$ cat src/hdl/me_pkg.sv
`default_nettype none

package me_pkg;

	// ================================================
	// block and search window geometry
	// ================================================
	localparam int PIX_W    = 8;
	localparam int BLK_ROWS = 4;
	localparam int BLK_COLS = 8;
	localparam int BLK_PIX  = BLK_ROWS * BLK_COLS;    // 32

	localparam int MV_RANGE = 8;    // offsets 0..7 on each axis
	localparam int WIN_ROWS = BLK_ROWS + MV_RANGE - 1;    // 11
	localparam int WIN_COLS = BLK_COLS + MV_RANGE - 1;    // 15
	localparam int WIN_PIX  = WIN_ROWS * WIN_COLS;        // 165

	// target first, window after it
	localparam int LOAD_PIX = BLK_PIX + WIN_PIX;          // 197

	localparam int TREE_LEVELS = $clog2(BLK_PIX);         // 5

	// ================================================
	// data types
	// ================================================
	typedef logic [PIX_W-1:0] pixel_t;

	// truncated averages never leave the pixel range
	typedef logic [PIX_W-1:0] cost_t;

	// dy in [5:3], dx in [2:0]
	typedef logic [2*$clog2(MV_RANGE)-1:0] mv_t;

	// one block worth of pixels, element j is row j/8, col j%8
	typedef pixel_t [BLK_PIX-1:0] blk_pix_t;

endpackage

`default_nettype wire

$ cat src/hdl/abs_diff_array.sv
`timescale 1ns/1ps
`default_nettype none

module abs_diff_array (
	input  wire                   clk,
	input  wire                   rst_n,
	input  wire me_pkg::blk_pix_t tgt_pix_i,
	input  wire me_pkg::blk_pix_t win_pix_i,
	input  wire                   valid_i,
	input  wire me_pkg::mv_t      mv_i,
	input  wire                   last_i,
	output me_pkg::blk_pix_t      diff_o,
	output logic                  valid_o,
	output me_pkg::mv_t           mv_o,
	output logic                  last_o
);

	import me_pkg::*;

	// tag control bits
	always_ff @(posedge clk or negedge rst_n) begin
		if (!rst_n) begin
			valid_o <= 1'b0;
			last_o  <= 1'b0;
		end else begin
			valid_o <= valid_i;
			last_o  <= last_i;
		end
	end

	// |target - window| per pixel, larger minus smaller
	always_ff @(posedge clk) begin
		mv_o <= mv_i;
		for (int j = 0; j < BLK_PIX; j++) begin
			if (tgt_pix_i[j] > win_pix_i[j])
				diff_o[j] <= tgt_pix_i[j] - win_pix_i[j];
			else
				diff_o[j] <= win_pix_i[j] - tgt_pix_i[j];
		end
	end

endmodule

`default_nettype wire

$ cat config.mk
export PLATFORM = sky130hd
export DESIGN_NAME = abs_diff_array
export DESIGN_NICKNAME = d
export VERILOG_FILES = /design/src/hdl/me_pkg.sv /design/src/hdl/abs_diff_array.sv
export SDC_FILE = /design/constraint.sdc
export NUM_CORES = 1
export LEC_CHECK = 0
export BUFFER_PORTS_ARGS = -buffer_cell sky130_fd_sc_hd__buf_4
export CAP_MARGIN = 20
export CORE_AREA = 2 2 303 305
export CTS_CLUSTER_DIAMETER = 60
export DETAILED_ROUTE_END_ITERATION = 8
export DIE_AREA = 0 0 305 307
export PLACE_DENSITY = 0.5
export SLEW_MARGIN = 40
export SYNTH_ARGS = -nofsm -noshare
export SYNTH_HDL_FRONTEND = slang
export SYNTH_SLANG_ARGS = --single-unit
$ cat constraint.sdc
create_clock -name clk -period 0.8 [get_ports clk]
set_input_delay 0.08 -clock clk [delete_from_list [all_inputs] [get_ports clk]]
set_output_delay 0.08 -clock clk [all_outputs]
set_load 0.02 [all_outputs]
-- After elaboration in Yosys (flattened, before gate mapping)
Index checks and enable logic that the tools add are counted.
- $add $sub $neg: 64
- magnitude comparators: 32
- mux-type cells: 32
- operators with widths (kind ; count):
    $sub A8 B8 Y8 ; 64
    $gt A8 B8 Y1 ; 32
    $mux W8 ; 32
- register bits: 264
- input port bits: 522
- logic and storage cells: 163

-- Depth between registers and ports, before layout
- word-level depth: 2
- gate-level depth with buffers: 9
- depth with buffers taken out: 8

-- Worst setup path after synthesis
Ideal clock, no wire load.
- path kind: in2reg
- start point: in tgt_pix_i[16] (netlist bit)
- end point: reg diff_o[22] (netlist bit)
- setup time: 72 ps
- arrival: 1620 ps
- path slack: -892 ps
- cell stages on the path: 9
- buffers on the path: 1
- cell sequence: inv_1 ha_1 fa_1 nand3b_1 a21oi_1 o22a_1 buf_6 mux2i_1 xor2_1
- word-level cells in the longest chain between the ends: 2
- elaborated cells on any way between the ends: 4
- those cells by class: add/sub: 2; order compare: 1; mux: 1
- RTL lines (what ; line ; source):
    from (decl) ; abs_diff_array.sv:7 ; input wire me_pkg::blk_pix_t tgt_pix_i,
    $sub A8 B8 Y8 (tied with other cells) ; abs_diff_array.sv:38 ; diff_o[j] <= win_pix_i[j] - tgt_pix_i[j];
    $mux W8 (*) ; abs_diff_array.sv:35 ; if (tgt_pix_i[j] > win_pix_i[j])
    to (signal, indexed assignment) ; abs_diff_array.sv:36 ; diff_o[j] <= tgt_pix_i[j] - win_pix_i[j];
    to (signal, indexed assignment) ; abs_diff_array.sv:38 ;
    to (decl) ; abs_diff_array.sv:12 ; output me_pkg::blk_pix_t diff_o,
Every way passes the cells marked *; elsewhere a longest branch is shown, timed or not.

-- Worst setup path after layout
- start point: in tgt_pix_i[49] (netlist bit)
- end point: reg diff_o[55] (netlist bit)
The elaborated chain is that of the path after synthesis.

==> flow_summary.html <==
<table>
<tr><th>Metric</th><th>Value</th></tr>
<tr><th colspan="2">GRT</th></tr>
<tr><td>Vias in the first global route</td><td>28170</td></tr>
<tr><td>Global router's overall resource usage</td><td>0.2090</td></tr>
<tr><td>Pin count of the biggest net entering global routing</td><td>15</td></tr>
<tr><td>GRT overflow</td><td>0</td></tr>
<tr><td>Number of antenna violations at the first check in global routing</td><td>31</td></tr>
<tr><td>First-pass GRT wire length</td><td>154100 microns</td></tr>
<tr><th colspan="2">Drt</th></tr>
<tr><td>Average detailed-routed wire length per instance</td><td>17.15 microns</td></tr>
<tr><td>First-pass DRT Iterations</td><td>5</td></tr>
<tr><td>Overall via count from detail_route</td><td>27500</td></tr>
<tr><td>Detailed-route vias per instance</td><td>4.610</td></tr>
<tr><td>WL final</td><td>102300 microns</td></tr>
<tr><td>Iter 0 DRT Violations</td><td>~1000</td></tr>
<tr><td>Final routed DRC violation total</td><td>0</td></tr>
<tr><td>Post-route antenna net violation count</td><td>0</td></tr>
<tr><th colspan="2">Worst setup path</th></tr>
<tr><td>Crit path capture type</td><td>flip-flop</td></tr>
<tr><td>Startpoint kind of the worst setup timing path</td><td>input port</td></tr>
<tr><td>Worst EP arrival</td><td>between 1.5 and 2 ns</td></tr>
<tr><td>Critical path required time</td><td>around 1.4 ns</td></tr>
<tr><td>Crit path from</td><td>tgt_pix_i[49]</td></tr>
<tr><td>Worst-path maximum fanout</td><td>3</td></tr>
<tr><td>Worst setup path category</td><td>in -&gt; reg</td></tr>
<tr><th colspan="2">Hold path</th></tr>
<tr><td>Hold_sp</td><td>win_pix_i[241]</td></tr>
<tr><td>Path type of the worst min-delay path</td><td>in -&gt; reg</td></tr>
<tr><th colspan="2">CTS</th></tr>
<tr><td>Clk sinks</td><td>around 260</td></tr>
<tr><td>Clock tree from TritonCTS</td><td>built</td></tr>
<tr><td>H-tree levels</td><td>2</td></tr>
<tr><td>Total clock buffers created by CTS</td><td>53</td></tr>
<tr><td>Maximum buffer depth of the clock tree</td><td>3</td></tr>
<tr><td>Hold-fix buffer count after cts</td><td>55</td></tr>
<tr><td>Clock slew seen by the registers of the worst setup and hold paths</td><td>roughly 0.05 ns</td></tr>
<tr><td>Root cell of the clock tree</td><td>clkbuf_16</td></tr>
<tr><th colspan="2">Power and ir drop</th></tr>
<tr><td>Fraction of power consumed by the clock network</td><td>0.294</td></tr>
<tr><td>Static leakage</td><td>0.02366 uW</td></tr>
<tr><td>Internal power</td><td>around 55000 uW</td></tr>
<tr><td>Maximum ir drop on the vdd rail</td><td>between 1500 and 2000 uV</td></tr>
<tr><td>Relative contribution of sequential cells to total power</td><td>0.232</td></tr>
<tr><td>Net Switching</td><td>~29000 uW</td></tr>
<tr><td>Switching power as a share of total power</td><td>0.3482</td></tr>
<tr><td>Combinational share of power</td><td>0.474</td></tr>
<tr><td>Pwr dens</td><td>~1800 nW/um^2</td></tr>
<tr><th colspan="2">Logic synthesis</th></tr>
<tr><td>Gate Count Post-Synth</td><td>just over 3000</td></tr>
<tr><td>Register area share after synthesis</td><td>0.1979</td></tr>
<tr><td>Synthesized area</td><td>approximately 27000 sq um</td></tr>
<tr><td>Dominant cell type by area after synthesis</td><td>ha_1</td></tr>
<tr><td>Simple-gate area share of the yosys netlist</td><td>0.06202</td></tr>
<tr><td>Net count after synthesis</td><td>4121</td></tr>
<tr><td>Mean instance size in the synthesized netlist</td><td>between 8 and 9 sq um</td></tr>
<tr><td>Adder-Cell Fraction of Synth Area</td><td>0.2724</td></tr>
<tr><td>XOR/XNOR Fraction of Synth Area</td><td>0.06286</td></tr>
<tr><td>Post-synthesis compound-gate area fraction</td><td>0.2024</td></tr>
<tr><td>Mux cell area share after synthesis</td><td>0.08382</td></tr>
<tr><td>Area contributors post-synth</td><td>ha_1, dfxtp_1, mux2i_1, inv_1, fa_1</td></tr>
<tr><td>Area share of the largest cell type after synthesis</td><td>0.2245</td></tr>
<tr><td>Synthesis Warnings</td><td>0</td></tr>
<tr><td>Post-synthesis sequential element count</td><td>between 200 and 300</td></tr>
<tr><td>Largest family of logic cells by synthesized area</td><td>adder cells</td></tr>
<tr><td>Distinct cell type count of the synthesized netlist</td><td>31</td></tr>
<tr><th colspan="2">Outcome</th></tr>
<tr><td>Violated checks</td><td>hold timing, setup timing</td></tr>
<tr><td>Status</td><td>complete, but fails checks</td></tr>
<tr><th colspan="2">Timing</th></tr>
<tr><td>Max_slew headroom</td><td>0.5155</td></tr>
<tr><td>Minimum hold slack</td><td>-0.1680 ns</td></tr>
<tr><td>Final setup violating endpoints</td><td>488</td></tr>
<tr><td>Final max-slew violation count</td><td>0</td></tr>
<tr><td>Unrepaired setup endpoints after global routing</td><td>yes</td></tr>
<tr><td>Transition time of the tightest slew-check pin</td><td>slightly above 0.7 ns</td></tr>
<tr><td>Share of the cycle needed by the critical path after routing</td><td>1.609</td></tr>
<tr><td>Post-route worst setup slack</td><td>-0.4869 ns</td></tr>
<tr><td>F_max</td><td>slightly below 0.8 GHz</td></tr>
<tr><td>Final hold viol count</td><td>~140</td></tr>
<tr><td>Period minus WS final</td><td>approximately 1.3 ns</td></tr>
<tr><th colspan="2">Place</th></tr>
<tr><td>Final weighted congestion in routability-driven placement</td><td>slightly above 0.9</td></tr>
<tr><td>DP HPWL</td><td>about 86000 microns</td></tr>
<tr><td>Worst setup slack after placement</td><td>-1.154 ns</td></tr>
<tr><td>Placed Instance Area</td><td>40070 sq um</td></tr>
<tr><td>Buffers on Ports</td><td>785</td></tr>
<tr><th colspan="2">Layout</th></tr>
<tr><td>Ratio of cells with drive above 1 in the final layout</td><td>0.4986</td></tr>
<tr><td># fillers</td><td>approximately 8600</td></tr>
<tr><td>Total area of multi-input combinational cells</td><td>between 15000 and 20000 sq um</td></tr>
<tr><td>Area growth from synthesis to layout</td><td>72.83%</td></tr>
<tr><td>Non-Filler Cell Area, Final</td><td>approximately 46000 sq um</td></tr>
<tr><td>Area taken by flip-flops and latches</td><td>between 5000 and 6000 sq um</td></tr>
<tr><td>Post-layout net count</td><td>a little under 6000</td></tr>
<tr><th colspan="2">Floorplanning</th></tr>
<tr><td>Area enclosed by the die boundary</td><td>approximately 94000 sq um</td></tr>
<tr><td>Initial standard-cell utilization of the core</td><td>0.2950</td></tr>
<tr><td>Horizontal die dimension</td><td>305 microns</td></tr>
<tr><td>Io pins</td><td>between 700 and 800</td></tr>
<tr><td>Floorplan row count</td><td>111</td></tr>
<tr><td>Die Span Y</td><td>307 microns</td></tr>
<tr><td>Core area</td><td>90690 sq um</td></tr>
<tr><th colspan="2">Job</th></tr>
<tr><td>Number of max-capacitance violations reported</td><td>0</td></tr>
</table>
path summary, 6_finish.rpt:
path / endpoint / slack, ns / cells past startpoint
setup / recovery: diff_o[55]$_DFF_P_ / -0.49 / 9
hold / removal: diff_o[241]$_DFF_P_ / -0.17 / 3
min in group asynchronous: last_o$_DFF_PN0_ / 0.33 / 3
max in group asynchronous: valid_o$_DFF_PN0_ / 0.35 / 3
per-stage QoR:
stage	hold slack, ns	power, uW	utilization	std cells	setup TNS (ns)
floorplan	-0.2156	35460	-	3055	-169.25
finish	-0.1680	83720	0.5098	5966	-176.55
CTS	-0.2215	82790	0.4961	5908	-179.40
detailed placement	-0.1364	52720	0.4419	5709	-235.44
global route	-0.1813	88090	0.5098	5965	-200.38
global placement	-0.1370	52660	0.4419	5709	-232.07
cell usage in the layout (no fill, tap or decap), types with 8 or more instances in the layout:
| cell type | n |
|---|---|
| buf_4 | 1292 |
| o21ai_0 | 162 |
| inv_8 | 32 |
| buf_6 | 371 |
| clkinvlp_4 | 8 |
| a211oi_2 | 27 |
| dfxtp_2 | 258 |
| o21bai_1 | 31 |
| diode_2 | 23 |
| ha_4 | 32 |
| a211oi_1 | 85 |
| nand3b_1 | 40 |
| mux2i_4 | 38 |
| clkbuf_16 | 54 |
| clkbuf_8 | 10 |
| inv_1 | 480 |
| dlygate4sd3_1 | 55 |
| mux2i_2 | 101 |
| mux2i_1 | 85 |
| a21o_1 | 110 |
| nand4_1 | 63 |
| a21oi_2 | 33 |
| buf_8 | 30 |
| nand2_1 | 135 |
| a21oi_1 | 143 |
| xor2_1 | 128 |
| o22a_1 | 24 |
| nor2_1 | 65 |
| fa_1 | 32 |
| fa_2 | 32 |
| a31oi_1 | 112 |
| a311oi_1 | 59 |
| xnor2_1 | 62 |
| clkbuf_1 | 9 |
| buf_12 | 16 |
| and3_1 | 32 |
| ha_1 | 447 |
| bufinv_16 | 9 |
| o21ai_1 | 21 |
kinds of logic (layout without fill, tap and decap cells):
logic type	count (synthesis)	in the layout
AO/OA/AOI/OAI	823	823
XOR/XNOR	192	192
adder cells (fa/ha/maj)	544	544
buffers and inverters	671	2373
flip-flops	264	264
multiplexers	224	224
other	0	23
AND/OR/NAND/NOR	337	337
sequential cells by signal (all words and copies together), names as in the netlist:
signal	flops
last_o	1
valid_o	1
mv_o	6
diff_o	256
critical path, cell delays in order:
cell and delay, ns:
buf_4 0.09, inv_1 0.06, buf_4 0.13, ha_1 0.29, nand2_1 0.06, o21ai_0 0.58
a311oi_2 0.22, mux2i_4 0.18, xor2_1 0.14
layer usage:
layer  GRT usage  part of all wire  vias up  routed length [microns]
met5           0            0.0011        -                      114
met4     0.08278             0.036       16                     3642
met3     0.06106             0.065      192                     6681
met2      0.3723              0.50      661                    51370
met1      0.2330              0.40    12750                    40490
li1            -                 -    13890                        -
synthesized netlist by cell type:
cell type and count:
a211oi_1 88, a211oi_2 24, a21o_1 110, a21o_2 2, a21oi_1 167, a21oi_2 9
a311oi_1 64, a31oi_1 112, and3_1 32, and4_1 1, buf_2 42, buf_4 30
buf_6 65, clkbuf_1 22, dfrtp_1 2, dfxtp_1 262, fa_1 64, ha_1 480
inv_1 512, mux2i_1 224, nand2_1 135, nand3_1 1, nand3b_1 40, nand4_1 63
nor2_1 65, o21ai_0 184, o21bai_1 31, o22a_1 31, o31a_1 1, xnor2_1 64
xor2_1 128
final cells by class:
class / instances / area share
well taps: 1186 / 0.03210
diodes: 23 / 0.001245
multi-input cells: 2120 / 0.4279
clock inverters: 24 / 0.008470
clock buffers: 73 / 0.03293
repair buffers: 1764 / 0.3287
inverters: 512 / 0.04676
flip-flops and latches: 264 / 0.1218
power by group through the flow:
stage	Clock (uW)	Sequential (uW)	Combinational, uW
2_1_floorplan	0	22100	13400
3_3_place_gp	0	18300	34400
3_5_place_dp	0	18200	34500
4_1_cts	25300	19400	38100
5_1_grt	25900	19700	42600
6_report	24600	19400	39700
timing repair:
action	CTS	global route
buffers inserted	49	37
pin swaps	210	126
resized for setup	732	224
cloned	0	0
hold endpoints to repair	250	138
endpoints found under the setup margin	488	488
Power figures use the tool's default switching activity.
