`config.mk`:
```
export PLATFORM = sky130hd
export DESIGN_NAME = best_select
export DESIGN_NICKNAME = d
export VERILOG_FILES = /design/src/hdl/me_pkg.sv /design/src/hdl/best_select.sv
export SDC_FILE = /design/constraint.sdc
export NUM_CORES = 1
export LEC_CHECK = 0
export BUFFER_PORTS_ARGS = -buffer_cell sky130_fd_sc_hd__buf_2
export CORE_MARGIN = 4
export CORE_UTILIZATION = 45
export CTS_CLUSTER_DIAMETER = 30
export DETAILED_ROUTE_END_ITERATION = 16
export PLACE_DENSITY = 0.78
export SYNTH_ARGS = -nofsm -noshare
export SYNTH_HDL_FRONTEND = slang
export SYNTH_SLANG_ARGS = --single-unit
```
`constraint.sdc`:
```
create_clock -name clk -period 5.7 [get_ports clk]
set_input_delay 0.285 -clock clk [delete_from_list [all_inputs] [get_ports clk]]
set_output_delay 0.285 -clock clk [all_outputs]
set_load 0.01 [all_outputs]
```
`src/hdl/me_pkg.sv`:
```
`default_nettype none

package me_pkg;

	// ================================================
	// block and search window geometry
	// ================================================
	localparam int PIX_W    = 8;
	localparam int BLK_ROWS = 4;
	localparam int BLK_COLS = 8;
	localparam int BLK_PIX  = BLK_ROWS * BLK_COLS;    // 32

	localparam int MV_RANGE = 8;    // offsets 0..7 on each axis
	localparam int WIN_ROWS = BLK_ROWS + MV_RANGE - 1;    // 11
	localparam int WIN_COLS = BLK_COLS + MV_RANGE - 1;    // 15
	localparam int WIN_PIX  = WIN_ROWS * WIN_COLS;        // 165

	// target first, window after it
	localparam int LOAD_PIX = BLK_PIX + WIN_PIX;          // 197

	localparam int TREE_LEVELS = $clog2(BLK_PIX);         // 5

	// ================================================
	// data types
	// ================================================
	typedef logic [PIX_W-1:0] pixel_t;

	// truncated averages never leave the pixel range
	typedef logic [PIX_W-1:0] cost_t;

	// dy in [5:3], dx in [2:0]
	typedef logic [2*$clog2(MV_RANGE)-1:0] mv_t;

	// one block worth of pixels, element j is row j/8, col j%8
	typedef pixel_t [BLK_PIX-1:0] blk_pix_t;

endpackage

`default_nettype wire

```
`src/hdl/best_select.sv`:
```
`timescale 1ns/1ps
`default_nettype none

module best_select (
	input  wire                   clk,
	input  wire                   rst_n,
	input  wire                   valid_i,
	input  wire me_pkg::cost_t    cost_i,
	input  wire me_pkg::mv_t      mv_i,
	input  wire                   last_i,
	output logic                  best_valid_o,
	output me_pkg::mv_t           best_mv_o,
	output me_pkg::cost_t         best_cost_o
);

	import me_pkg::*;

	logic have_q;    // at least one item of this search seen
	logic take;

	// strictly smaller only, so the earliest candidate keeps a tie
	assign take = valid_i && (!have_q || cost_i < best_cost_o);

	always_ff @(posedge clk or negedge rst_n) begin
		if (!rst_n) begin
			have_q       <= 1'b0;
			best_valid_o <= 1'b0;
		end else begin
			best_valid_o <= valid_i && last_i;
			if (valid_i)
				have_q <= !last_i;    // rearm after the last candidate
		end
	end

	// running best, final value shows with the pulse
	always_ff @(posedge clk) begin
		if (take) begin
			best_mv_o   <= mv_i;
			best_cost_o <= cost_i;
		end
	end

endmodule

`default_nettype wire

```
# Yosys cells after proc, flatten, opt, wreduce, memory -nomap -nowiden
# Cells that the tools add are included.
# totals
register_bits,16
in_bits,18
out_inout_bits,15
wordCells,10
# op_classes
order_cmp,1
reduce_logical,5
# ops
op,count
less-than comparator 8 bit,1
logical AND 1 bit,2
logical NOT 1 bit,2
logical OR 1 bit,1

# Depth between registers and ports, before layout
# Gate-level depths: netlist (run 1).
# depth
ltp_word,3
mapped_depth,5
mapped_depth_nobuf,5

# Worst setup path after synthesis (run 1)
# No wires, ideal clock.
# synth_timing
path_kind,register to register
start,register best_cost_o[1]
end,register best_cost_o[0] (enable)
setup_ps,390
arrival_time_ps,1795
required_ps,5310
setup_slack_ps,3515
stages_incl_launch_ff,5
n_path_buf,0
synth_period_minus_slack_ps,2185
cell_sequence,edfxtp_1 -> inv_1 -> ha_1 -> a2111o_1 -> a21oi_1
# synth_between
elab_chain_len,3
# synth_rtl
item,line_no,rtl
from (decl),best_select.sv:13,output me_pkg::cost_t best_cost_o
from (signal assigned),best_select.sv:39,best_cost_o <= cost_i;
less-than comparator 8 bit,best_select.sv:22,assign take = valid_i && (!have_q || cost_i < best_cost_o);
logical OR 1 bit,best_select.sv:22,
logical AND 1 bit,best_select.sv:22,
named net take,best_select.sv:19,logic take;
# The timed path passes the listed nets, and every way through them passes these cells.
# A chain may end at the register's enable or synchronous reset.

# Worst setup path in the final report (run 1)
# layout_timing
start,register best_cost_o[1]
end,register best_cost_o[7] (enable)
# Same word-level chain as after synthesis.

==> results of run 1 <==
[report_power, final]
part | internal, W | switching, W
clock network | 0.0000254 | 0.0000336
logic | 0.0000162 | 0.0000198
registers | 0.000139 | 0.00000338
total | 0.000180 | 0.0000568
[state kept, by name, indices dropped and copies added, names as in the netlist]
signal	flops
have_q	1
best_mv_o	6
best_cost_o	8
best_valid_o	1
[repair_timing]
action / CTS / global route
buffers inserted: 0 / 0
hold buffers: 1 / 0
hold endpoints to repair: 2 / 0
[cell type report]
class	instances	area [um^2]	area share, %
Sequential cell	16	470	52.8
Multi-Input combinational cell	20	171	19.2
Timing Repair Buffer	33	170	19.1
Inverter	9	33.8	3.79
Clock buffer	3	22.5	2.53
Tap cell	15	18.8	2.11
Clock inverter	1	3.75	0.421
[per-stage QoR]
step | cells | total power, W | cell area [um^2] | worst slack, ns | util, %
final | 97 | 0.000237 | 891 | 3.32 | 66.0
after global routing | 97 | 0.000251 | 891 | 3.12 | 66.0
after CTS | 97 | 0.000240 | 891 | 3.27 | 66.0
after detailed placement | 92 | 0.000181 | 855 | 3.26 | 63.3
after global placement | 92 | 0.000179 | 855 | 3.31 | 63.3
after floorplan | 45 | 0.000163 | 676 | 3.52 | -
[kinds of logic after synthesis]
kind of cell / synth area share [%]
AOI/OAI and AO/OA: 7.04
adders and majority gates: 13.0
buffers and inverters: 5.00
DFF: 69.6
and+or+nand+nor: 5.37
[worst reg2reg max path: cells and delay by family (launching register included)]
| kind | cells | cell delay (ns) |
|---|---|---|
| AO/OA/AOI/OAI | 2 | 1.33 |
| adder cells (fa/ha/maj) | 1 | 0.21 |
| flip-flops | 1 | 0.39 |
| buffers and inverters | 1 | 0.07 |
[worst paths after layout]
check,start,end,slack (ns),cells after the start
min in group asynchronous,rst_n,have_q$_DFFE_PN0P_,0.32,2
worst max register to register,best_cost_o[1]$_DFFE_PP_,best_cost_o[7]$_DFFE_PP_,3.32,4
max in group asynchronous,rst_n,best_valid_o$_DFF_PN0_,5.29,2
worst min-delay path,mv_i[4],best_mv_o[4]$_DFFE_PP_,0.18,1
worst min register to register,have_q$_DFFE_PN0P_,have_q$_DFFE_PN0P_,0.54,2
worst max-delay path,best_cost_o[1]$_DFFE_PP_,best_cost_o[7]$_DFFE_PP_,3.32,4
[layer usage]
| metal | part of all wire (%) | GRT usage (%) |
|---|---|---|
| met5 | 0 | 0 |
| met4 | 0.91 | 3.31 |
| met3 | 13 | 2.68 |
| met2 | 44 | 22.0 |
| met1 | 43 | 15.9 |
[cells in the final DEF, fill, tap and decap left out]
master         synthesis  routed
a21oi_1                3       3
buf_2                  0      32
dlygate4sd3_1          0       1
nand2_1                1       1
inv_1                  9       9
nor2_1                 2       2
a2111o_1               1       1
clkinv_1               0       1
o221ai_1               1       1
nand2b_4               1       1
and2_1                 1       1
dfrtp_1                2       2
a211oi_1               1       1
clkbuf_4               0       3
nand3_1                1       1
edfxtp_1              14      14
ha_1                   7       7
o21ai_0                1       1
[cell usage after synthesis]
master	instances	area share (%)
a21oi_1	3	2.2
a211oi_1	1	1.1
nand2_1	1	0.56
inv_1	9	5.0
o221ai_1	1	1.3
nor2_1	2	1.1
nand2b_4	1	2.0
o21ai_0	1	0.74
and2_1	1	0.93
edfxtp_1	14	62
nand3_1	1	0.74
a2111o_1	1	1.7
ha_1	7	13
dfrtp_1	2	7.4
==> results.json, run 1 <==
{
  "route.antenna.remaining_nets": 0,
  "final_nets": 108,
  "clock_latency_ns": 0.28,
  "max_stage_delay_ns": 0.97,
  "num-fill-cells": 104,
  "drc_errors": 0,
  "hold_class": "in2reg",
  "clk_pin_slew_worst_paths_ns": 0.09,
  "syn-cell-area_um2": 676,
  "drt_iter0_drc": 3,
  "p_leak_nw": 0.434,
  "routed_wl_um": 1210,
  "htree_levels": 1,
  "floorplan.initialDensity_pct": 50.0,
  "drive_gt1_share_pct": 43.9,
  "required_ns": 5.60,
  "syn_nets": 70,
  "cp_max_fo": 14,
  "cts_tree": "yes",
  "syn_to_final_growth_pct": 31.9,
  "clock-sinks": 16,
  "clockBufferDepth": 2,
  "p_per_area_nw_per_um2": 266,
  "tightest_slew_ns": 1.27,
  "relSlewSlack_pct": 15.1,
  "cp_top_family": "compound AO/OA/AOI/OAI gates",
  "diodes": 0,
  "cts.repair.resized": 0,
  "ys_ff_latch": 16,
  "wl_per_cell_um": 12.5,
  "track_usage_pct": 12.6,
  "fmax_mhz": 419,
  "yosysSeqAreaShare_pct": 69.6,
  "hold_violations": 0,
  "cts_made_buffers": 3,
  "crit_type": "reg2reg",
  "setup_violations": 0,
  "cp-end-kind": "flip-flop",
  "cp-start-kind": "flip-flop",
  "grt_antenna_before_repair": 0,
  "vias_per_cell": 4.97,
  "fin_worst_skew_ns": 0.00169,
  "design.die.area_um2": 2190,
  "rows": 13,
  "port_buffers": 32,
  "first_global_vias": 477,
  "synthDistinctLibCells": 14,
  "grt_pass1_wl_um": 1950,
  "yosys_warnings": 0,
  "finalSetupTns_ns": 0,
  "final-max-slew-violation-count": 0,
  "post-dp-hpwl_um": 1010,
  "syn-instance-count": 45,
  "cts_root_buffer": "clkbuf_4",
  "finalCritPeriodShare_pct": 41.8,
  "cp.arrival_ns": 2.28,
  "firstDrtPassIters": 3,
  "ir_drop_mv": 0.152,
  "gp_congestion": 0.682,
  "num_vias": 482,
  "overflow": 0,
  "syn_area_per_cell_um2": 15.0,
  "cpMaxStageDelayCell": "a21oi_1",
  "fp.coreArea_um2": 1350,
  "max_cap_viol_count": 0,
  "grt_max_degree": 15,
  "post-route-min-period_ns": 2.38,
  "chipWidth_um": 46.8,
  "die_y_um": 46.8,
  "status": "finished clean",
  "holdWs_ns": 0.175,
  "worst-path-buf-inv": 1,
  "io_pins": 33,
  "crit_path_cell_trace": "inv_1 -> ha_1 -> a2111o_1 -> a21oi_1",
  "rsz0062_at_grt": "no"
}
No activity file was read; power rests on OpenSTA's default activity.
==> run 2, diff against run 1 <==
--- a/config.mk
+++ b/config.mk
@@ -5,12 +5,14 @@
 export SDC_FILE = /design/constraint.sdc
 export NUM_CORES = 1
 export LEC_CHECK = 0
+export ABC_AREA = 1
 export BUFFER_PORTS_ARGS = -buffer_cell sky130_fd_sc_hd__buf_2
+export CORE_ASPECT_RATIO = 0.75
 export CORE_MARGIN = 4
-export CORE_UTILIZATION = 45
+export CORE_UTILIZATION = 39
 export CTS_CLUSTER_DIAMETER = 30
 export DETAILED_ROUTE_END_ITERATION = 16
-export PLACE_DENSITY = 0.78
+export PLACE_DENSITY = 0.72
 export SYNTH_ARGS = -nofsm -noshare
 export SYNTH_HDL_FRONTEND = slang
 export SYNTH_SLANG_ARGS = --single-unit
==> constraint.sdc (replaced) <==
create_clock -name clk -period 2.1 [get_ports clk]
set_input_delay 0.105 -clock clk [delete_from_list [all_inputs] [get_ports clk]]
set_output_delay 0.105 -clock clk [all_outputs]
set_load 0.01 [all_outputs]
==> results.json, run 2 <==
{
  "required_ns": 2.11,
  "floorplan.initialDensity_pct": 43.6,
  "ys_ff_latch": 16,
  "p_comb_share_pct": 18.8,
  "synth_common_cells": "14 x edfxtp_1, 12 x inv_1, 11 x nand2_1, 7 x ha_1",
  "cts_setup_buffers": 0,
  "relSlewSlack_pct": 78.4,
  "setup_violations": 0,
  "r2r-start": "best_cost_o[3]$_DFFE_PP_",
  "synth.most_common_cell": "edfxtp_1",
  "syn_to_final_growth_pct": 51.4,
  "hold_class": "in2reg",
  "fp.coreArea_um2": 1580,
  "drt_iter0_drc": 3,
  "grt_max_degree": 12,
  "routed_wl_um": 1360,
  "cp-start-kind": "primary input",
  "port_buffers": 32,
  "yosys.area.top_type": "edfxtp_1",
  "largestRegisters": "best_cost_o x8, best_mv_o x6",
  "syn-instance-count": 54,
  "p_leak_nw": 0.522,
  "fmax_mhz": 532,
  "netlist.area_leader.share_pct": 61.2,
  "num_vias": 527,
  "wl_per_cell_um": 11.0,
  "switching_power_w": 0.000163,
  "cts_root_buffer": "clkbuf_4",
  "ir_drop_mv": 0.384,
  "synthArstFlopShare_pct": 12.5,
  "firstDrtPassIters": 4,
  "drive_gt1_share_pct": 35.9,
  "placed_cells": 108,
  "cp-end-kind": "flip-flop",
  "pwr-share-seq_pct": 57.2,
  "chipWidth_um": 56.5,
  "overflow": 0,
  "gp_congestion": 0.700,
  "hold_violations": 0,
  "io_pins": 33,
  "vias_per_cell": 4.25,
  "status": "finished clean",
  "clock_latency_ns": 0.28,
  "largest_register_ff_count": 8,
  "grt_pass1_wl_um": 2130,
  "most-common-layout-cells": "32 x buf_2, 14 x edfxtp_1, 12 x inv_1, 12 x dlygate4sd3_1, 11 x nand2_1",
  "syn_area_per_cell_um2": 12.7,
  "design.die.area_um2": 2500,
  "max_cap_viol_count": 0,
  "cp_max_fo": 11,
  "die_y_um": 44.3,
  "crit_type": "in2reg",
  "p_int_w": 0.000509,
  "synth_edf_count": 14,
  "diodes": 0,
  "final-max-slew-violation-count": 0,
  "clockPowerShare_pct": 24.0,
  "rows": 12,
  "post-dp-hpwl_um": 1070,
  "clk_pin_slew_worst_paths_ns": 0.08,
  "synthDistinctLibCells": 9,
  "syn-cell-area_um2": 687,
  "drc_errors": 0,
  "num-fill-cells": 125,
  "p_per_area_nw_per_um2": 646,
  "final_nets": 129,
  "first_global_vias": 508,
  "synthTopCellsByArea": "edfxtp_1 61%, ha_1 13%, dfrtp_1 7.3%, inv_1 6.6%, nand2_1 6.0%",
  "htree_levels": 1,
  "hold_start": "cost_i[1]",
  "track_usage_pct": 11.9,
  "clockBufferDepth": 2,
  "finalCritPeriodShare_pct": 89.5,
  "yosysSeqAreaShare_pct": 68.5,
  "cts_made_buffers": 3,
  "post-route-min-period_ns": 1.88,
  "tightest_slew_ns": 0.325,
  "p_sw_share_pct": 24.2,
  "clock-sinks": 16,
  "cp-startpoint": "cost_i[3]",
  "yosys_warnings": 0,
  "route.antenna.remaining_nets": 0,
  "layout_commonest_cell": "buf_2",
  "cp.arrival_ns": 1.89,
  "cts_tree": "yes",
  "fin_cells": 124,
  "fin_worst_skew_ns": 0.00513,
  "grt_antenna_before_repair": 0,
  "finalSetupTns_ns": 0,
  "synth_flop_cell": "edfxtp_1",
  "rsz0062_at_grt": "no",
  "syn_nets": 79,
  "regMostFlops": "best_cost_o"
}
[run 2: area by class of cell]
cell class	count	area (um^2)	area share, %
Clock buffer	3	22.5	2.17
Clock inverter	1	3.75	0.361
Inverter	12	45.0	4.33
Multi-Input combinational cell	26	171	16.5
Sequential cell	16	470	45.2
Tap cell	21	26.3	2.53
Timing Repair Buffer	45	300	28.9
[run 2: worst max-delay path, stage by stage]
cell and delay (ns):
dlygate4sd3_1 0.53, buf_2 0.13, ha_1 0.31, a21oi_1 0.16, nand2_1 0.07, nand2_1 0.05, nand2_1 0.05, a21oi_2 0.30
buf_12 0.18
[run 2: what timing repair did]
action | 4_1_cts | 5_1_grt
hold buffers | 5 | 7
resized for setup | 0 | 0
hold endpoints to repair | 6 | 7
[run 2: power by group through the flow]
stage | Sequential, W | Combinational (W) | Clock (W)
floorplan | 0.000402 | 0.0000424 | 0
global placement | 0.000390 | 0.000108 | 0
detailed placement | 0.000391 | 0.000111 | 0
CTS | 0.000384 | 0.000118 | 0.000167
global route | 0.000387 | 0.000143 | 0.000185
finish | 0.000384 | 0.000126 | 0.000161
[run 2: worst paths after layout]
path                                             to  slack, ns  depth (start not counted)
max                        best_cost_o[7]$_DFFE_PP_       0.22                          9
max in group asynchronous        have_q$_DFFE_PN0P_       1.89                          2
max reg2reg                best_cost_o[7]$_DFFE_PP_       0.30                          8
min in group asynchronous    best_valid_o$_DFF_PN0_       0.12                          2
min reg2reg                      have_q$_DFFE_PN0P_       0.56                          2
min                        best_cost_o[1]$_DFFE_PP_       0.01                          1
[run 2: per-stage QoR]
step | worst slack, ns | util [%] | power, W | hold WS (ns) | area (um^2)
floorplan | 0.225 | - | 0.000444 | -0.191 | 687
global placement | 0.336 | 56.7 | 0.000498 | -0.109 | 893
detailed placement | 0.313 | 56.7 | 0.000502 | -0.109 | 893
finish | 0.221 | 66.0 | 0.000672 | 0.0141 | 1040
global route | 0.106 | 66.0 | 0.000715 | 0.00392 | 1040
CTS | 0.303 | 61.5 | 0.000670 | 0.000458 | 970
[run 2: cells by family after synthesis]
family,share of synthesized area [%]
AOI/OAI and AO/OA,4.55
and+or+nand+nor,7.65
adders and majority gates,12.7
DFF,68.5
buffers and inverters,6.56
[run 2: per-layer routing]
metal	global-route usage [%]	part of all wire [%]	routed length (um)
met2	17.1	39	527
met3	7.00	12	161
met4	7.11	2.9	40
met5	0	0	0
met1	13.8	46	633
