--- config.mk ---
export PLATFORM = sky130hd
export DESIGN_NAME = avg_reduce_tree
export DESIGN_NICKNAME = d
export VERILOG_FILES = /design/src/hdl/me_pkg.sv /design/src/hdl/avg_reduce_tree.sv
export SDC_FILE = /design/constraint.sdc
export NUM_CORES = 1
export LEC_CHECK = 0
export BUFFER_PORTS_ARGS = -buffer_cell sky130_fd_sc_hd__buf_2
export CAP_MARGIN = 20
export CORE_UTILIZATION = 62
export CTS_BUF_LIST = sky130_fd_sc_hd__clkbuf_8
export DETAILED_ROUTE_END_ITERATION = 10
export MAX_ROUTING_LAYER = met4
export PLACE_DENSITY = 0.89
export SETUP_SLACK_MARGIN = 0.5
export SLEW_MARGIN = 40
export SYNTH_ARGS = -nofsm -noshare
export SYNTH_HDL_FRONTEND = slang
export SYNTH_SLANG_ARGS = --single-unit
--- constraint.sdc ---
create_clock -name clk -period 2.6 [get_ports clk]
set_clock_uncertainty 0.05 [all_clocks]
set_input_delay 0.52 -clock clk [delete_from_list [all_inputs] [get_ports clk]]
set_output_delay 0.52 -clock clk [all_outputs]
set_load 0.1 [all_outputs]
--- src/hdl/me_pkg.sv ---
`default_nettype none

package me_pkg;

	// ================================================
	// block and search window geometry
	// ================================================
	localparam int PIX_W    = 8;
	localparam int BLK_ROWS = 4;
	localparam int BLK_COLS = 8;
	localparam int BLK_PIX  = BLK_ROWS * BLK_COLS;    // 32

	localparam int MV_RANGE = 8;    // offsets 0..7 on each axis
	localparam int WIN_ROWS = BLK_ROWS + MV_RANGE - 1;    // 11
	localparam int WIN_COLS = BLK_COLS + MV_RANGE - 1;    // 15
	localparam int WIN_PIX  = WIN_ROWS * WIN_COLS;        // 165

	// target first, window after it
	localparam int LOAD_PIX = BLK_PIX + WIN_PIX;          // 197

	localparam int TREE_LEVELS = $clog2(BLK_PIX);         // 5

	// ================================================
	// data types
	// ================================================
	typedef logic [PIX_W-1:0] pixel_t;

	// truncated averages never leave the pixel range
	typedef logic [PIX_W-1:0] cost_t;

	// dy in [5:3], dx in [2:0]
	typedef logic [2*$clog2(MV_RANGE)-1:0] mv_t;

	// one block worth of pixels, element j is row j/8, col j%8
	typedef pixel_t [BLK_PIX-1:0] blk_pix_t;

endpackage

`default_nettype wire

--- src/hdl/avg_reduce_tree.sv ---
`timescale 1ns/1ps
`default_nettype none

module avg_reduce_tree #(
	parameter int N_IN = 32
) (
	input  wire                   clk,
	input  wire                   rst_n,
	input  wire me_pkg::blk_pix_t diff_i,
	input  wire                   valid_i,
	input  wire me_pkg::mv_t      mv_i,
	input  wire                   last_i,
	output me_pkg::cost_t         cost_o,
	output logic                  valid_o,
	output me_pkg::mv_t           mv_o,
	output logic                  last_o
);

	import me_pkg::*;

	localparam int LEVELS = $clog2(N_IN);

	// heap numbering: node k feeds from 2k and 2k+1, root is node 1
	pixel_t            node_q [1:N_IN-1];
	logic [LEVELS-1:0] valid_q;
	logic [LEVELS-1:0] last_q;
	mv_t               mv_q [LEVELS];

	// floor((a + b) / 2) without overflow
	function automatic pixel_t avg2(input pixel_t a, input pixel_t b);
		logic [PIX_W:0] sum;
		sum = {1'b0, a} + {1'b0, b};
		return sum[PIX_W:1];
	endfunction

	// ================================================
	// one register stage per level
	// ================================================
	for (genvar l = 0; l < LEVELS; l++) begin : gen_lvl
		localparam int FIRST = N_IN >> (l + 1);
		for (genvar k = FIRST; k < 2 * FIRST; k++) begin : gen_node
			if (l == 0) begin : gen_leaf
				always_ff @(posedge clk) begin
					node_q[k] <= avg2(diff_i[2*k - N_IN], diff_i[2*k + 1 - N_IN]);
				end
			end else begin : gen_inner
				always_ff @(posedge clk) begin
					node_q[k] <= avg2(node_q[2*k], node_q[2*k + 1]);
				end
			end
		end
	end

	// tag walks alongside the levels
	always_ff @(posedge clk or negedge rst_n) begin
		if (!rst_n) begin
			valid_q <= '0;
			last_q  <= '0;
		end else begin
			valid_q <= {valid_q[LEVELS-2:0], valid_i};
			last_q  <= {last_q[LEVELS-2:0], last_i};
		end
	end

	always_ff @(posedge clk) begin
		mv_q[0] <= mv_i;
		for (int l = 1; l < LEVELS; l++)
			mv_q[l] <= mv_q[l-1];
	end

	assign cost_o  = node_q[1];
	assign valid_o = valid_q[LEVELS-1];
	assign last_o  = last_q[LEVELS-1];
	assign mv_o    = mv_q[LEVELS-1];

endmodule

`default_nettype wire

# == After elaboration in Yosys (flattened, before gate mapping) ==
# Memories as Yosys holds them, arrays and structs flattened.
# Cells that the tools add are included.
# totals
register_bits,10
mem_bits_rw,278
input_bits,266
out_inout_bits,16
word_cells,35
mem_count,2
# classes
n_addsub,31
# memory_table
memory,words,width,rd,rd_clocked_by_memory_dff,wr,line,rtl
node_q,31,8,31,0,31,avg_reduce_tree.sv:24,pixel_t node_q [1:N_IN-1];
mv_q,5,6,5,0,5,avg_reduce_tree.sv:27,mv_t mv_q [LEVELS];
# op_table
cell,n
8-bit by 8-bit adder with 9-bit output,31

# == Depth between registers and ports, before layout ==
# Gate-level depths: netlist (run 1).
# logic_depth
ltp_word,1
ltp_mapped,7
mapped_depth_nobuf,7

# == Worst setup path after synthesis (run 1) ==
# Ideal clock, no wire load.
# synth_timing
kind,in2reg
startpoint,input diff_i[18] (netlist bit)
endpoint,memory node_q[17][6] (netlist bit)
t_arrival_ps,1842
required_time_ps,2478
slack_ps,636
path_stages,6
path_buffers,0
path_cell_list,ha_1 -> a21oi_2 -> a21oi_1 -> or4_4 -> a21oi_2 -> xnor2_1
# synth_rtl
element,line,rtl
start: declaration,avg_reduce_tree.sv:9,"input wire me_pkg::blk_pix_t diff_i,"
end: declaration,avg_reduce_tree.sv:24,

# == Worst setup path in the final report (run 1) ==
# layout_timing
startpoint,register valid_q[4]
endpoint,output valid_o
# layout_rtl
element,line,rtl
start: declaration,avg_reduce_tree.sv:25,logic [LEVELS-1:0] valid_q;
start signal: assignment,avg_reduce_tree.sv:60,"valid_q <= {valid_q[LEVELS-2:0], valid_i};"
end: declaration,avg_reduce_tree.sv:14,"output logic valid_o,"
# No word-level cell between the ends.

==> metrics, run 1 <==
Fmax=537 MHz; post-route setup slack=0.739 ns; Hold Path Class=input port to register; Buf/Inv on CP=1; fin area=0.0168 sq mm; # fillers=1450; Post-CTS Hold Buffers=9; CP arrival=1.29 ns; Die Wd=152 um; fin nets=2134; CORE AREA=0.0220 sq mm; failing checks=DRC; Yosys warning count=0; Mapped Area=0.0140 sq mm; Slew Limit Fails=0; vias in the first global route=10882; clock tree root buffer cell=clkbuf_8; die height=152 um; Routed wire per std cell=13.9 um; Crit path required time=2.03 ns; Post-Synthesis Cells=1288; Setup Viol. Count Final=0; die area=0.0232 sq mm; worst slack at placement=0.442 ns; dominant cell type by area after synthesis=dfxtp_1; Crit. Startpoint=valid_q[4]$_DFF_PN0_; Leak=8.02 nW; Via density=5.34; Critical-path top delay cell=buf_2; status=finished, violations left; Power, Total=18.5 mW; dominant cells by area after synthesis=dfxtp_1 (40%), ha_1 (19%), xnor2_1 (7.6%); most common cell after layout, fill and taps aside=buf_2; critical path class=register to output port; TritonCTS clock tree=yes; PD cells=1100 mW/mm^2; slowest cell delay on critical path=0.42 ns; setup repair bufs after CTS=0; HP Start=diff_i[57]; clk_lat worst skew=0.55 ns; Max FO, Critical Path=1; fraction of registers with async set/reset=3.47%; antenna viol nets, final=0; Post-DP HPWL=21300 um; initial DRC count=387; Vias=10331; TritonCTS buffer count=46; RePlAce Congestion=0.846; I/O Pins=282; Starting Density=63.8%; crit-path leading delay family=buffers and inverters; actual slew at the worst max-slew pin=0.513 ns; VDD IR max=0.705 mV; CTS H-tree lvls=2; antenna cells=0; slew margin rel.=65.4%; residual DRC count=12; initial antenna violation count=0; commonest register cell after synthesis=dfxtp_1; setup_tns=0 ns; clk buf depth=3; gr ovfl total=0; Hold Fails Final Rpt=0; post-CTS sizing=0; sequence of cells on the critical path=buf_2; register bit total from synthesis=288; mean post-synth cell area=10.9 sq um; overall routing resource usage=24.5%; critical path launch point type=register; clock sink count=288; RSZ-0062 raised after global routing=false; share of cells above drive strength 1=23.4%; Worst Setup End Kind=output port; Row Count=54; register area share after synthesis=41.5%; Post-Syn Nets=1802; Post-DP Area=0.0157 sq mm; Pre-Repair DR Iteration Count=8; Yosys cell types=34; global-route wire length before repair=46200 um; final wirelength=27000 um; largest net degree at the start of global routing=13; Clk pin slew, worst setup/hold paths=0.06 ns; min Tclk post-route=1.86 ns; most frequent cells in the layout=buf_2 (281), dfxtp_1 (278), ha_1 (217), a21oi_1 (177), xnor2_1 (121); buffers added on ports=281; Yosys top cell area share=39.8%; Post-synth EDFFs=0; Critical R2R Launch=node_q[10][1]$_DFF_P_; Max Cap Violations=0; Layout Area Growth over Synthesis=20.1%; period utilization=71.6%
==> path summary, 6_finish.rpt <==
path	slack (ns)	to	cells after the start
max in group asynchronous	2.01	last_q[4]$_DFF_PN0_	2
min in group asynchronous	0.30	valid_q[4]$_DFF_PN0_	2
max reg2reg	0.82	node_q[5][6]$_DFF_P_	6
min reg2reg	0.28	mv_q[0][6]$_DFF_P_	0
min	0.20	node_q[19][0]$_DFF_P_	2
max	0.74	valid_o	1
==> state kept, by name, summed over array words and instances, names as in the netlist <==
register,count
valid_q,5
last_q,5
node_q,248
mv_q,30
==> kinds of logic (layout without fill, tap and decap cells) <==
logic type,Yosys count,count (layout),synth area share [%]
flip-flops,288,288,41.5
XOR/XNOR,184,184,11.5
AND/OR/NAND/NOR,133,133,4.81
AO/OA/AOI/OAI,389,389,16.9
buffers and inverters,46,412,1.39
adder cells (fa/ha/maj),248,248,23.8
==> layout make-up <==
type                            count  area (sq um)  area share [%]
Multi-Input combinational cell    954          7990            47.5
Sequential cell                   288          5820            34.6
Timing Repair Buffer              290          1500            8.90
Clock buffer                       64           881            5.24
Tap cell                          280           350            2.08
Inverter                           40           150           0.893
Clock inverter                     18           136           0.811
==> report_power, final <==
group / switching (mW) / internal (mW)
Combinational: 4.20 / 3.58
Clock: 1.71 / 2.38
Sequential: 0.654 / 5.99
Total: 6.56 / 12.0
==> routing by layer <==
| layer | part of all wire, % | track usage [%] | wire (um) |
|---|---|---|---|
| met3 | 4.3 | 3.64 | 1170 |
| met5 | 0 | - | 0 |
| met4 | 2.4 | 9.62 | 648 |
| met1 | 42 | 26.7 | 11300 |
| met2 | 51 | 44.6 | 13800 |
==> Yosys cell counts (4+ instances only) <==
cell type / count
dfxtp_1: 278
a21o_1: 30
and2_1: 30
buf_4: 6
a21oi_1: 177
nand2_1: 44
o21ai_0: 60
dfrtp_1: 10
o21bai_1: 53
xnor2_1: 121
nor2b_1: 4
xor2_1: 63
nor3_1: 7
nand3_1: 31
ha_1: 217
o21a_1: 27
inv_1: 40
a31o_2: 28
fa_1: 31
==> stage by stage <==
step                      hold slack, ns  cells  util (%)
after detailed placement           0.262   1843      71.5
after CTS                          0.168   1934      76.6
after global routing               0.182   1934      76.6
after global placement             0.260   1843      71.5
after floorplan                    0.174   1288         -
final                              0.200   1934      76.6
==> worst register-to-register path: stages (launching register included) <==
cell and delay [ns]:
dfxtp_1 0.39, ha_1 0.25, a31o_2 0.24, a21oi_1 0.28
o21ai_0 0.13, a21oi_1 0.19, xnor2_1 0.17
Power figures use the tool's default switching activity.
==> run 2: changes to the inputs <==
Settings changed: CORE_UTILIZATION 62 to 52, PLACE_DENSITY 0.89 to 0.79.
Clock period 2.6 ns to 1.55 ns, I/O delays scaled along.
==> run 2 against run 1 <==
  * The run ends with DRC, setup timing left
  * Final cell count grew 11%
  * Register-to-register slack worse by 0.86 ns
  * Sequential power is 78% higher
  * Final area rose by 26%
  * Count of clock-buffer cells in the layout shrank 2
  * Via count is 7.4% higher
  * Core utilization is 4.0 points higher
  * Global-route usage is 2.0 points lower
  * Critical path type is now register to register
  * Critical endpoint is now node_q[3][3]$_DFF_P_
==> metrics, run 2 (synthesis gave the netlist of run 1 again) <==
status=finished, violations left; failing checks=DRC, setup timing; RePlAce Congestion=0.876; clk_lat worst skew=0.54 ns; fin nets=2289; period utilization=103%; flop2flop setup slack=-0.04 ns; Final Instance Count excl. Fillers=2147; FF-to-FF path depth=5; most common cell after layout, fill and taps aside=buf_2; worst slack at placement=-0.228 ns; fin area=0.0211 sq mm; Slew Limit Fails=0; die height=166 um; setup_tns=-0.0816 ns; Power, Total=39.0 mW; GR peak layer=met2; Pre-Repair DR Iteration Count=7; CORE AREA=0.0262 sq mm; critical path class=register to register; Row Count=59; clk buf depth=3; most frequent cells in the layout=buf_2 (237), dfxtp_1 (204), ha_1 (147), xnor2_1 (107), buf_4 (90); placed insts=1969; Routed wire per std cell=15.3 um; min Tclk post-route=1.59 ns; initial DRC count=358; Crit path required time=1.91 ns; max reg flops=248; antenna cells=0; sequence of cells on the critical path=and2_4, fa_2, a21oi_4, o21bai_1, xor2_1; # fillers=1497; slew margin rel.=79.9%; crit-path leading delay family=adder cells; Fmax=627 MHz; met1 Track Usage GR=22.7%; Via density=5.17; post-route setup slack=-0.0450 ns; residual DRC count=6; initial antenna violation count=0; met3 usage=3.22%; VDD IR max=1.07 mV; I/O Pins=282; TritonCTS clock tree=yes; global-route wire length before repair=50300 um; slowest cell delay on critical path=0.38 ns; RSZ-0062 raised after global routing=true; final wirelength=32900 um; Top reg by flops=node_q; largest net degree at the start of global routing=12; die area=0.0276 sq mm; PD cells=1850 mW/mm^2; Buf/Inv on CP=0; Max FO, Critical Path=2; clock sink count=288; TritonCTS buffer count=47; Clk pin slew, worst setup/hold paths=0.07 ns; critical path launch point type=register; worst hold path cell count=2; clock tree root buffer cell=clkbuf_8; Die Wd=166 um; biggest regs=node_q x248, mv_q x30; Critical-path top delay cell=fa_2; actual slew at the worst max-slew pin=0.301 ns; overall routing resource usage=22.4%; Starting Density=53.4%; antenna viol nets, final=0; routing usage on met2=43.8%; buffers added on ports=281; final hold slack=0.00814 ns; HP Start=diff_i[89]; Vias=11096; Setup Viol. Count Final=2; Max Cap Violations=0; Post-DP HPWL=21700 um; share of cells above drive strength 1=51.0%; gr ovfl total=0; Post-DP Area=0.0176 sq mm; Leak=9.34 nW; CTS H-tree lvls=2; CP arrival=1.96 ns; R2R Path End=node_q[3][3]$_DFF_P_; Worst Hold Path EP=node_q[21][0]$_DFF_P_; Post-CTS Hold Buffers=9; Critical R2R Launch=node_q[7][0]$_DFF_P_; Hold Path Class=input port to register; final core occ=80.6%; Layout Area Growth over Synthesis=50.8%; Worst Setup End Kind=register; Hold Fails Final Rpt=0; vias in the first global route=11701
run 2: changes by cell type in the layout (fill, tap and decap cells not counted), sizes merged:
cell	delta
clkbuf	-2
buf	+154
bufinv	-1
clkinv	+7
run 2: how the worst max path moves through the flow:
| stage | start | to | slack (ns) | cells past startpoint |
|---|---|---|---|---|
| 3_5_place_dp | diff_i[18] | node_q[17][6]$_DFF_P_ | -0.23 | 7 |
| 6_report | node_q[7][0]$_DFF_P_ | node_q[3][3]$_DFF_P_ | -0.04 | 5 |
| 5_1_grt | node_q[22][1]$_DFF_P_ | node_q[11][4]$_DFF_P_ | -0.09 | 6 |
| 4_1_cts | node_q[24][1]$_DFF_P_ | node_q[12][6]$_DFF_P_ | 0.003 | 6 |
| 3_3_place_gp | diff_i[18] | node_q[17][6]$_DFF_P_ | -0.19 | 7 |
| 2_1_floorplan | diff_i[21] | node_q[17][6]$_DFF_P_ | -0.03 | 5 |
run 2: power by group:
group / leakage [nW] / total [mW] / internal [mW] / switching, mW
clock network: 0.558 / 6.72 / 3.76 / 2.96
registers: 2.47 / 11.8 / 10.3 / 1.52
logic: 6.32 / 20.4 / 10.8 / 9.60
total: 9.34 / 39.0 / 24.9 / 14.1
run 2: cell type report:
type | instances | area [sq um] | share of cell area, %
tap | 335 | 419 | 1.98
timing repair buffer | 444 | 3340 | 15.8
clock inverter | 24 | 136 | 0.646
inverter | 40 | 175 | 0.830
clock buffer | 62 | 853 | 4.04
sequential | 288 | 5960 | 28.2
multi-input combinational | 954 | 10200 | 48.5
run 2: timing repair:
action,CTS,global route
setup buffers,52,31
gates resized for setup,233,200
endpoints found under the setup margin,142,167
pin swaps,124,170
endpoints found under the hold margin,18,1
run 2: routing by layer:
metal	share of wire, %	vias up	wire length (um)
met5	0	-	0
met4	3.0	0	995
met3	3.2	82	1070
met2	57	257	18600
met1	37	5191	12200
li1	-	5566	-
==> run 3: changes to the inputs <==
Settings changed: CORE_UTILIZATION 52 to 57, PLACE_DENSITY 0.79 to 0.82.
Clock period 1.55 ns to 1.7 ns, I/O delays scaled along.
==> run 3 against run 2 <==
  * The run now ends clean
  * Highest routed layer unchanged
  * Critical path depth is 4 lower
  * Core utilization is 4.4 points higher
  * First-iteration DRC count is 12% lower
  * Routed wire length is 4.4% higher
  * Combinational power is 9% lower
  * Sequential cell count stayed put
  * Count of clock-buffer cells in the layout is 3 lower
  * Final cell count is 4.0% lower
  * Sequential share of layout area is 1.3 points higher
==> metrics, run 3 (synthesis gave the netlist of run 1 again) <==
status=finished, final reports clean; die height=159 um; Via density=5.34; Post-DP HPWL=22200 um; critical path class=register to output port; Slew Limit Fails=0; Pre-Repair DR Iteration Count=5; initial antenna violation count=0; Reg area=0.00596 sq mm; CP arrival=1.17 ns; Vias=11004; Final Instance Count excl. Fillers=2062; sequence of cells on the critical path=buf_12; actual slew at the worst max-slew pin=0.286 ns; Leak=8.92 nW; die area=0.0252 sq mm; largest net degree at the start of global routing=13; Fmax=639 MHz; FF-to-FF path depth=6; Layout Area Growth over Synthesis=44.2%; flop2flop setup slack=0.14 ns; Crit. Startpoint=last_q[4]$_DFF_PN0_; Worst Hold Path EP=node_q[16][2]$_DFF_P_; VDD IR max=1.45 mV; initial DRC count=314; Critical-path top delay cell=dfrtp_2; Max FO, Critical Path=1; most common cell after layout, fill and taps aside=buf_2; Row Count=56; TritonCTS clock tree=yes; gr ovfl total=0; RePlAce Congestion=0.845; Crit path required time=1.31 ns; fin nets=2221; clk buf depth=3; PD cells=1750 mW/mm^2; slowest cell delay on critical path=0.43 ns; residual DRC count=0; most frequent cells in the layout=buf_2 (265), dfxtp_1 (203), ha_1 (149), xnor2_1 (106), a21oi_1 (80); Setup Viol. Count Final=0; worst hold path cell count=3; Buf/Inv on CP=1; biggest regs=node_q x248, mv_q x30; Top reg by flops=node_q; # fillers=1219; Worst Setup End Kind=output port; max reg flops=248; crit-path leading delay family=flip-flops; HP Start=diff_i[11]; GR peak layer=met2; post-route setup slack=0.135 ns; antenna viol nets, final=0; routing usage on met2=49.8%; Max Cap Violations=0; Starting Density=58.9%; Die Wd=159 um; clk_lat worst skew=0.58 ns; area of the multi-input gates=0.0101 sq mm; Hold Fails Final Rpt=0; final wirelength=34300 um; global-route wire length before repair=53600 um; met1 Track Usage GR=28.3%; I/O Pins=282; share of cells above drive strength 1=47.4%; RSZ-0062 raised after global routing=true; worst slack at placement=-0.0898 ns; met3 usage=3.55%; clock sink count=288; Hold Path Class=input port to register; clock tree root buffer cell=clkbuf_8; period utilization=92.0%; CTS H-tree lvls=2; Routed wire per std cell=16.7 um; slew margin rel.=80.9%; min Tclk post-route=1.56 ns; Critical R2R Launch=node_q[17][1]$_DFF_P_; CORE AREA=0.0238 sq mm; Clk pin slew, worst setup/hold paths=0.07 ns; buffers added on ports=281; placed insts=1891; vias in the first global route=11733; antenna cells=0; TritonCTS buffer count=47; critical path launch point type=register; R2R Path End=node_q[8][4]$_DFF_P_; overall routing resource usage=26.3%
run 3: changes by cell type in the layout (fill, tap and decap cells not counted), sizes merged:
cell      delta
buf         -68
inv          +2
bufinv       +1
clkbuf       -3
clkinvlp     -1
run 3: worst max path at each step:
| stage | endpoint | depth (start not counted) |
|---|---|---|
| floorplan | node_q[17][6]$_DFF_P_ | 5 |
| detailed placement | node_q[17][6]$_DFF_P_ | 7 |
| global route | node_q[13][5]$_DFF_P_ | 7 |
| CTS | last_o | 1 |
| global placement | node_q[17][6]$_DFF_P_ | 7 |
| finish | last_o | 1 |
run 3: layer usage:
layer	wire length (um)	up-vias	share of wire (%)
met1	13700	5194	40
met5	0	-	0
li1	-	5435	-
met3	1210	73	3.5
met2	18500	302	54
met4	996	0	2.9
run 3: cell type report:
class	instances	share of cell area [%]
Clock buffer	59	4.02
Multi-Input combinational cell	954	50.1
Tap cell	319	1.98
Sequential cell	288	29.5
Inverter	40	0.843
Clock inverter	26	0.849
Timing Repair Buffer	376	12.7
run 3: repair_timing:
item / in CTS / in global routing
setup endpoints to repair: 106 / 126
hold buffers: 9 / 0
endpoints found under the hold margin: 18 / 0
pin swaps: 113 / 91
buffers inserted: 57 / 20
cloned: 0 / 0
resized for setup: 211 / 115
run 3: through the flow:
stage / TNS [ns] / area (sq um) / hold slack (ns) / power [mW] / utilization [%]
2_1_floorplan: 0 / 15300 / -0.00559 / 20.6 / -
3_3_place_gp: -0.0573 / 17200 / 0.146 / 23.1 / 72.2
3_5_place_dp: -0.169 / 17200 / 0.155 / 23.6 / 72.2
4_1_cts: 0 / 19600 / 0.0309 / 32.9 / 82.3
5_1_grt: 0 / 20200 / 0.0525 / 37.5 / 85.0
6_report: 0 / 20200 / 0.0686 / 35.4 / 85.0
run 3: report_power, final:
| group | switching [mW] | internal [mW] | total (mW) |
|---|---|---|---|
| Sequential | 1.39 | 9.36 | 10.8 |
| Clock | 2.71 | 3.44 | 6.16 |
| Combinational | 9.01 | 9.47 | 18.5 |
| Total | 13.1 | 22.3 | 35.4 |
